==> src/platform_cfg.svh <==
/*
 * Platform base configuration
 * Build-time constants for the SPI ROM loader and the audio DACs
 */
`ifndef PLATFORM_CFG_SVH
`define PLATFORM_CFG_SVH

// SPI clock divider
`define SPI_HALF_DIV 2          // clk_rom cycles per half SCK period, keep >= 2

// ROM download
`define ROM_BYTES    64         // Bytes streamed into the core
`define ROM_BASE     24'h010000 // Flash start address of the image

// Audio
`define DAC_WIDTH    16         // Sample width in bits

`endif

==> src/platform_pkg.sv <==
/*
 * Platform base types
 * Vector types shared by the loader, the video path and the DACs
 */
`include "platform_cfg.svh"

package platform_pkg;

    // Signed audio sample from the game core
    typedef logic signed [`DAC_WIDTH-1:0] snd_sample_t;

    // Native core colour, one component
    typedef logic [3:0] color4_t;

    // Output colour after padding or doubling
    typedef logic [5:0] color6_t;

    // Download address into the core's ROM space
    typedef logic [21:0] rom_addr_t;

    // One SPI transfer
    typedef logic [7:0] spi_byte_t;

endpackage

==> src/platform_base.sv <==
/*
 * Platform base
 * Joins the SPI ROM loader, stereo sigma-delta DACs and the video
 * output mux for the arcade core
 */
`timescale 1ns/10ps

module platform_base
    import platform_pkg::*;
(
    input  logic        clk_rom,
    input  logic        rst_n,
    // Native core video
    input  color4_t     game_r,
    input  color4_t     game_g,
    input  color4_t     game_b,
    input  logic        hs,
    input  logic        vs,
    // Scan doubler video
    input  color6_t     scan2x_r,
    input  color6_t     scan2x_g,
    input  color6_t     scan2x_b,
    input  logic        scan2x_hs,
    input  logic        scan2x_vs,
    input  logic [3:0]  vgactrl_en,
    // Sound
    input  snd_sample_t snd_left,
    input  snd_sample_t snd_right,
    output logic        snd_pwm_l,
    output logic        snd_pwm_r,
    // Final video
    output color6_t     video_r,
    output color6_t     video_g,
    output color6_t     video_b,
    output logic        video_hs,
    output logic        video_vs,
    output logic        scan2x_enb,   // High turns the doubler off
    output logic [31:0] status,
    // Serial flash
    output logic        sd_cs_n,
    output logic        sd_clk,
    output logic        sd_mosi,
    input  logic        sd_miso,
    // ROM download
    output rom_addr_t   ioctl_addr,
    output spi_byte_t   ioctl_data,
    output logic        ioctl_wr,
    output logic        downloading
);

    // Control word mapping
    assign scan2x_enb = vgactrl_en[0];
    assign status     = {26'd0, vgactrl_en[3:1], 3'd0};

    spi_rom_loader u_loader (
        .clk_rom     (clk_rom),
        .rst_n       (rst_n),
        .sd_cs_n     (sd_cs_n),
        .sd_clk      (sd_clk),
        .sd_mosi     (sd_mosi),
        .sd_miso     (sd_miso),
        .ioctl_addr  (ioctl_addr),
        .ioctl_data  (ioctl_data),
        .ioctl_wr    (ioctl_wr),
        .downloading (downloading)
    );

    sigma_delta_dac dac_l (
        .clk_rom (clk_rom),
        .rst_n   (rst_n),
        .sample  (snd_left),
        .pwm     (snd_pwm_l)
    );

    sigma_delta_dac dac_r (
        .clk_rom (clk_rom),
        .rst_n   (rst_n),
        .sample  (snd_right),
        .pwm     (snd_pwm_r)
    );

    video_out_mux u_video (
        .scan2x_enb (scan2x_enb),
        .game_r     (game_r),
        .game_g     (game_g),
        .game_b     (game_b),
        .hs         (hs),
        .vs         (vs),
        .scan2x_r   (scan2x_r),
        .scan2x_g   (scan2x_g),
        .scan2x_b   (scan2x_b),
        .scan2x_hs  (scan2x_hs),
        .scan2x_vs  (scan2x_vs),
        .video_r    (video_r),
        .video_g    (video_g),
        .video_b    (video_b),
        .video_hs   (video_hs),
        .video_vs   (video_vs)
    );

endmodule

==> src/sigma_delta_dac.sv <==
/*
 * Sigma-delta DAC
 * First-order modulator, signed sample in, one-bit PWM stream out
 */
`timescale 1ns/10ps
`include "platform_cfg.svh"

module sigma_delta_dac
    import platform_pkg::*;
(
    input  logic        clk_rom,
    input  logic        rst_n,
    input  snd_sample_t sample,
    output logic        pwm
);

    localparam int W = `DAC_WIDTH;

    logic [W-1:0] ob_sample;    // Offset binary
    logic [W:0]   acc;          // Carry in the top bit

    // Flip the sign bit so silence sits at mid scale
    assign ob_sample = {~sample[W-1], sample[W-2:0]};

    // Residue feeds back, carry is the pulse
    always_ff @(posedge clk_rom or negedge rst_n) begin
        if (!rst_n) begin
            acc <= '0;
        end else begin
            acc <= {1'b0, acc[W-1:0]} + {1'b0, ob_sample};
        end
    end

    assign pwm = acc[W];        // One cycle behind the sample

endmodule

==> src/spi_byte_engine.sv <==
/*
 * SPI byte engine
 * Mode-0 master, one byte out and one byte in per start strobe
 */
`timescale 1ns/10ps
`include "platform_cfg.svh"

module spi_byte_engine
    import platform_pkg::*;
(
    input  logic      clk_rom,
    input  logic      rst_n,
    input  logic      start,
    input  spi_byte_t tx_byte,
    output spi_byte_t rx_byte,
    output logic      done,
    output logic      busy,
    output logic      sd_clk,
    output logic      sd_mosi,
    input  logic      sd_miso
);

    localparam int DIV_W = (`SPI_HALF_DIV > 2) ? $clog2(`SPI_HALF_DIV) : 1;
    localparam logic [DIV_W-1:0] DIV_LAST = DIV_W'(`SPI_HALF_DIV - 1);

    logic [DIV_W-1:0] div_cnt;  // Half period timer
    logic [2:0]       bit_cnt;  // Bits finished so far
    spi_byte_t        tx_sr;    // Outgoing bits, MSB on the wire
    spi_byte_t        rx_sr;    // Incoming bits
    logic             sclk;

    assign sd_clk  = sclk;
    assign sd_mosi = tx_sr[7];  // First bit already set up at start
    assign rx_byte = rx_sr;

    // The divider preloads to 1 so that the eighth falling edge lands
    // one cycle early and done shows up exactly 16 half periods after start
    always_ff @(posedge clk_rom or negedge rst_n) begin
        if (!rst_n) begin
            div_cnt <= '0;
            bit_cnt <= '0;
            tx_sr   <= '0;
            rx_sr   <= '0;
            sclk    <= 1'b0;    // Idle low, mode 0
            busy    <= 1'b0;
            done    <= 1'b0;
        end else begin
            done <= 1'b0;       // Single cycle strobe
            if (start && !busy) begin
                busy    <= 1'b1;
                tx_sr   <= tx_byte;
                div_cnt <= DIV_W'(1);
                bit_cnt <= '0;
                sclk    <= 1'b0;
            end else if (busy) begin
                if (div_cnt == DIV_LAST) begin
                    div_cnt <= '0;
                    sclk    <= ~sclk;
                    if (!sclk) begin
                        rx_sr <= {rx_sr[6:0], sd_miso};  // Rising edge, sample
                    end else begin
                        // Falling edge, next bit out
                        tx_sr   <= {tx_sr[6:0], 1'b0};
                        bit_cnt <= bit_cnt + 3'd1;
                        if (bit_cnt == 3'd7) begin
                            busy <= 1'b0;
                            done <= 1'b1;  // rx_sr complete since last rise
                        end
                    end
                end else begin
                    div_cnt <= div_cnt + DIV_W'(1);
                end
            end
        end
    end

endmodule

==> src/spi_rom_loader.sv <==
/*
 * SPI ROM loader
 * Sends one flash read command after reset, then streams the image
 * into the core as ioctl write strobes
 */
`timescale 1ns/10ps
`include "platform_cfg.svh"

module spi_rom_loader
    import platform_pkg::*;
(
    input  logic      clk_rom,
    input  logic      rst_n,
    output logic      sd_cs_n,
    output logic      sd_clk,
    output logic      sd_mosi,
    input  logic      sd_miso,
    output rom_addr_t ioctl_addr,
    output spi_byte_t ioctl_data,
    output logic      ioctl_wr,
    output logic      downloading
);

    localparam spi_byte_t   RD_OPCODE = 8'h03;  // Plain flash read
    localparam logic [23:0] BASE      = `ROM_BASE;
    localparam rom_addr_t   LAST_ADDR = rom_addr_t'(`ROM_BYTES - 1);

    typedef enum logic [1:0] {
        PH_CMD,
        PH_ADDR,
        PH_DATA,
        PH_FIN
    } phase_t;

    phase_t    phase;
    rom_addr_t byte_cnt;    // Address byte index, then data byte index
    logic      eng_start;
    spi_byte_t eng_tx;
    spi_byte_t eng_rx;
    logic      eng_done;
    logic      eng_busy;
    spi_byte_t addr_byte;

    // Start address goes out MSB first
    always_comb begin
        case (byte_cnt[1:0])
            2'd0:    addr_byte = BASE[23:16];
            2'd1:    addr_byte = BASE[15:8];
            default: addr_byte = BASE[7:0];
        endcase
    end

    always_ff @(posedge clk_rom or negedge rst_n) begin
        if (!rst_n) begin
            phase       <= PH_CMD;
            byte_cnt    <= '0;
            sd_cs_n     <= 1'b1;
            eng_start   <= 1'b0;
            eng_tx      <= '0;
            ioctl_addr  <= '0;
            ioctl_data  <= '0;
            ioctl_wr    <= 1'b0;
            downloading <= 1'b1;    // Load begins straight after reset
        end else begin
            eng_start <= 1'b0;
            ioctl_wr  <= 1'b0;
            case (phase)
                PH_CMD: begin
                    if (sd_cs_n && !eng_busy) begin
                        sd_cs_n   <= 1'b0;       // Select and send opcode
                        eng_tx    <= RD_OPCODE;
                        eng_start <= 1'b1;
                    end else if (eng_done) begin
                        phase     <= PH_ADDR;
                        eng_tx    <= addr_byte;  // byte_cnt still 0 here
                        eng_start <= 1'b1;
                        byte_cnt  <= rom_addr_t'(1);
                    end
                end
                PH_ADDR: begin
                    if (eng_done) begin
                        eng_start <= 1'b1;
                        if (byte_cnt == rom_addr_t'(3)) begin
                            phase    <= PH_DATA;
                            eng_tx   <= 8'h00;   // Dummy byte clocks data in
                            byte_cnt <= '0;
                        end else begin
                            eng_tx   <= addr_byte;
                            byte_cnt <= byte_cnt + rom_addr_t'(1);
                        end
                    end
                end
                PH_DATA: begin
                    if (eng_done) begin
                        ioctl_wr   <= 1'b1;      // No back-pressure
                        ioctl_addr <= byte_cnt;
                        ioctl_data <= eng_rx;
                        if (byte_cnt == LAST_ADDR) begin
                            phase       <= PH_FIN;
                            sd_cs_n     <= 1'b1;
                            downloading <= 1'b0;
                        end else begin
                            eng_tx    <= 8'h00;
                            eng_start <= 1'b1;
                            byte_cnt  <= byte_cnt + rom_addr_t'(1);
                        end
                    end
                end
                default: ;                       // One load per reset
            endcase
        end
    end

    spi_byte_engine u_engine (
        .clk_rom (clk_rom),
        .rst_n   (rst_n),
        .start   (eng_start),
        .tx_byte (eng_tx),
        .rx_byte (eng_rx),
        .done    (eng_done),
        .busy    (eng_busy),
        .sd_clk  (sd_clk),
        .sd_mosi (sd_mosi),
        .sd_miso (sd_miso)
    );

endmodule

==> src/video_out_mux.sv <==
/*
 * Video output mux
 * Native 15 kHz RGB with composite sync or scan-doubled VGA
 */
`timescale 1ns/10ps

module video_out_mux
    import platform_pkg::*;
(
    input  logic    scan2x_enb,
    input  color4_t game_r,
    input  color4_t game_g,
    input  color4_t game_b,
    input  logic    hs,
    input  logic    vs,
    input  color6_t scan2x_r,
    input  color6_t scan2x_g,
    input  color6_t scan2x_b,
    input  logic    scan2x_hs,
    input  logic    scan2x_vs,
    output color6_t video_r,
    output color6_t video_g,
    output color6_t video_b,
    output logic    video_hs,
    output logic    video_vs
);

    logic hsync_n;
    logic vsync_n;
    logic csync;

    // Core syncs are active high, the cable wants them low
    assign hsync_n = ~hs;
    assign vsync_n = ~vs;
    assign csync   = ~(hsync_n ^ vsync_n);

    // Native colours gain two zero LSBs
    assign video_r = scan2x_enb ? {game_r, 2'b00} : scan2x_r;
    assign video_g = scan2x_enb ? {game_g, 2'b00} : scan2x_g;
    assign video_b = scan2x_enb ? {game_b, 2'b00} : scan2x_b;

    // An RGB cable takes csync on HS and a high VS to select RGB mode
    assign video_hs = scan2x_enb ? csync : scan2x_hs;
    assign video_vs = scan2x_enb ? 1'b1  : scan2x_vs;

endmodule
==> config.mk <==
export PLATFORM = sky130hd
export DESIGN_NAME = platform_base
export DESIGN_NICKNAME = d
export VERILOG_FILES = /design/src/platform_pkg.sv /design/src/platform_base.sv /design/src/sigma_delta_dac.sv /design/src/spi_byte_engine.sv /design/src/spi_rom_loader.sv /design/src/video_out_mux.sv
export VERILOG_INCLUDE_DIRS = /design/src
export SDC_FILE = /design/constraint.sdc
export NUM_CORES = 1
export LEC_CHECK = 0
export BUFFER_PORTS_ARGS = -buffer_cell sky130_fd_sc_hd__buf_2
export CAP_MARGIN = 20
export CORE_UTILIZATION = 55
export DETAILED_ROUTE_END_ITERATION = 6
export GPL_ROUTABILITY_DRIVEN = 0
export MAX_ROUTING_LAYER = met4
export PLACE_DENSITY = 0.81
export SYNTH_ARGS = -nofsm -noshare
export SYNTH_HDL_FRONTEND = slang
export SYNTH_HIERARCHICAL = 1
export SYNTH_SLANG_ARGS = --single-unit
==> constraint.sdc <==
create_clock -name clk_rom -period 3 [get_ports clk_rom]
set_input_delay 0.75 -clock clk_rom [delete_from_list [all_inputs] [get_ports clk_rom]]
set_output_delay 0.75 -clock clk_rom [all_outputs]
set_load 0.02 [all_outputs]
==> impl_metrics.tcl <==
set metrics [dict create \
    die_w_um 114 \
    met2_length_um 7820 \
    track_usage 0.258 \
    syn_inst 675 \
    root_buffer "clkbuf_16" \
    crit_slowest_cell "o31ai_4" \
    core_um2 12100 \
    io_pins 163 \
    io_buffers 127 \
    top_layer "met4" \
    crit_fanout 16 \
    ys_ff_latch 117 \
    post_cts_resized 0 \
    finalCritPeriodShare 0.831 \
    p_comb_frac 0.358 \
    ff2ff_path_depth 6 \
    vias 5499 \
    p_leak_nw 4.04 \
    final_common_cell "buf_2" \
    yosysSeqAreaShare 0.424 \
    ir_drop_v 0.000437 \
    slew_headroom 0.489 \
    rsz0062_at_grt "false" \
    dieHeight_um 114 \
    drt-total-wl_um 15300 \
    crit_path_max_incr_delay_ns 0.62 \
    slew_viol_final 0 \
    syn_area_per_cell_um2 10.2 \
    die_area_um2 13000 \
    vias_per_cell 5.62 \
    fillers 954 \
    critPathKind "flip-flop to flip-flop" \
    clk_latency_ns 0.41 \
    outcome "finished, final reports clean" \
    finalSetupTns_ns 0 \
    initial_core_util 0.571 \
    wl_met1_um 6270 \
    grt_pass1_vias 5491 \
    synth-edff-count 0 \
    synth_area_um2 6920 \
    cts_hold_buf 0 \
    worstMarginPinSlew_ns 0.761 \
    path_cells "nor4_1 > nand4_2 > o31ai_4 > buf_4 > a21oi_1 > o22ai_1" \
    antenna_found_initial 0 \
    rrSetupSlack_ns 0.51 \
    hold_viol 0 \
    cts-buffers-inserted 17 \
    yosys_warnings 6 \
    powerDensity_nw_per_um2 752 \
    intPower_mw 4.01 \
    diodes 0 \
    wl_met3_um 872 \
    power_switching_share 0.340 \
    drive_gt1_frac 0.282 \
    dp_hpwl_um 11200 \
    clockBufferDepth 2 \
    dpl_worst_slack_ns 0.259 \
    timing.final.ws_setup_ns 0.508 \
    p_clk_frac 0.323 \
    clock_sinks 117 \
    grt_max_degree 57 \
    clk_pin_slew_ns 0.06 \
    fin_nets 915 \
    drt_iter0_markers 382 \
    drc 0 \
    dr.pass1.iters 5 \
    power_frac_seq 0.319 \
    synthFlopType "dfrtp_1" \
    fmax_ghz 0.401 \
    post_cts_buffers 0 \
    layout_common_cells "buf_2, dfrtp_1, nand2_1, a21oi_1, ha_1" \
    setup_viol 0 \
    grt_pass1_wl_um 25500 \
    fin_skew_ns 0.00680 \
    required_ns 3.33 \
    worst_setup_path_end_kind "flip-flop" \
    synth_cell_types 69 \
    worstReg2RegStart "u_loader/byte_cnt[18]$_DFFE_PN0P_" \
    crit_path_start_kind "flip-flop" \
    ant_nets 0 \
    hp-class "input pin to async pin" \
    worst-path-buf-inv 1 \
    syn_to_final_growth_pct 16.9 \
    layout_min_cycle_time_ns 2.49 \
    cp_data_arrival_time_ns 2.82 \
    htree_levels 4 \
    p_switching_mw 2.07 \
    r2r_end "u_loader/byte_cnt[6]$_DFFE_PN0P_" \
    crit_family "compound AO/OA/AOI/OAI gates" \
    cts_tree "done" \
    async_reset_ff_frac 1.00 \
    rows 40 \
    drv_cap 0 \
    wl_per_cell_um 15.7 \
    gr-total-overflow 0 \
]
-- metrics by stage --
| step | hold slack (ns) | instances | power, mW | util | cell area [um^2] |
|---|---|---|---|---|---|
| global route | 0.361 | 979 | 6.45 | 0.668 | 8090 |
| CTS | 0.337 | 979 | 6.10 | 0.668 | 8090 |
| finish | 0.321 | 979 | 6.08 | 0.668 | 8090 |
| global placement | 0.452 | 947 | 3.96 | 0.620 | 7510 |
| detailed placement | 0.460 | 947 | 4.11 | 0.620 | 7510 |
| floorplan | 0.435 | 708 | 3.66 | - | 7040 |
-- worst reg2reg max path, delay by kind of cell, from the launching register on --
kind | cells | cell delay, ns
flip-flops | 1 | 0.44
buffers and inverters | 1 | 0.32
AO/OA/AOI/OAI | 3 | 0.88
AND/OR/NAND/NOR | 2 | 0.76
-- layout make-up --
cell class | instances | area [um^2] | share of cell area
Inverter | 30 | 113 | 0.0139
Timing Repair Buffer | 131 | 681 | 0.0842
Clock inverter | 12 | 130 | 0.0161
Tap cell | 168 | 210 | 0.0260
Clock buffer | 20 | 447 | 0.0552
Sequential cell | 117 | 2930 | 0.362
Multi-Input combinational cell | 501 | 3580 | 0.442
-- state kept, by name, summed over array words and instances (netlist names), 2 cells and up --
signal                     count
u_loader/byte_cnt             22
u_loader/ioctl_addr           22
u_loader/phase                 2
u_loader/eng_tx                2
dac_r/acc                     17
dac_l/acc                     17
u_loader/ioctl_data            8
u_loader/u_engine/bit_cnt      3
u_loader/u_engine/tx_sr        8
u_loader/u_engine/rx_byte      8
-- power by group through the flow --
stage / Clock (mW) / Combinational (mW) / Sequential, mW
after floorplan: 0 / 1.71 / 1.95
after global placement: 0 / 2.02 / 1.95
after detailed placement: 0 / 2.15 / 1.96
after CTS: 2.00 / 2.17 / 1.94
after global routing: 2.06 / 2.42 / 1.96
final: 1.96 / 2.18 / 1.94
-- metal layers --
| metal | vias to the layer above | global-route usage |
|---|---|---|
| met5 | - | - |
| met2 | 232 | 0.441 |
| li1 | 2607 | - |
| met4 | 0 | 0.115 |
| met1 | 2627 | 0.292 |
| met3 | 33 | 0.0556 |
-- worst max-delay path by stage --
stage / startpoint / endpoint / slack (ns) / cells past startpoint
4_1_cts: u_loader/phase[0]$_DFFE_PN0P_ / u_loader/byte_cnt[12]$_DFFE_PN0P_ / 0.54 / 7
6_report: u_loader/byte_cnt[18]$_DFFE_PN0P_ / u_loader/byte_cnt[6]$_DFFE_PN0P_ / 0.51 / 6
3_5_place_dp: snd_right[0] / dac_r/acc[12]$_DFF_PN0_ / 0.26 / 8
2_1_floorplan: snd_left[0] / dac_l/acc[14]$_DFF_PN0_ / 0.54 / 7
5_1_grt: u_loader/byte_cnt[15]$_DFFE_PN0P_ / u_loader/byte_cnt[6]$_DFFE_PN0P_ / 0.23 / 6
3_3_place_gp: snd_right[0] / dac_r/acc[14]$_DFF_PN0_ / 0.33 / 8
-- synthesized netlist by cell type, types with 3 or more instances --
master,count,area [um^2]
mux2i_1,3,30.0
mux2_2,27,304
a22o_1,5,43.8
o31ai_2,3,37.5
o21bai_1,5,37.5
o22ai_1,5,31.3
o21ai_1,7,35.0
nor2_1,27,101
nor3_1,3,15.0
xnor2_1,16,140
or2_2,3,18.8
nor4_1,7,43.8
mux2_4,13,195
nand3_1,23,115
and2_1,4,25.0
o21a_1,4,30.0
a22oi_1,8,60.1
dfrtp_1,115,2880
a21oi_1,50,250
o211ai_1,5,37.5
nand2b_1,6,37.5
nand4_1,7,43.8
o21ai_0,31,155
and3_1,4,25.0
o31ai_1,10,75.1
xor2_1,12,105
ha_1,42,526
a2bb2oi_1,4,35.0
inv_1,30,113
buf_2,7,35.0
a31oi_1,11,68.8
buf_4,35,263
buf_6,7,78.8
a21o_1,11,82.6
nor2b_1,10,62.6
or4_1,5,37.5
nand2_1,57,214
and4_1,3,26.3
clkbuf_1,9,33.8
-- logic make-up after synthesis --
group | count (synthesis) | synth area share
AOI/OAI and AO/OA | 180 | 0.175
and+or+nand+nor | 171 | 0.129
DFF | 117 | 0.424
buffers and inverters | 90 | 0.0771
adders and majority gates | 44 | 0.0818
muxes | 43 | 0.0765
xor gates and xnor gates | 28 | 0.0355
other | 2 | 0.00109
Note: power is estimated with default switching activity, not from simulation.
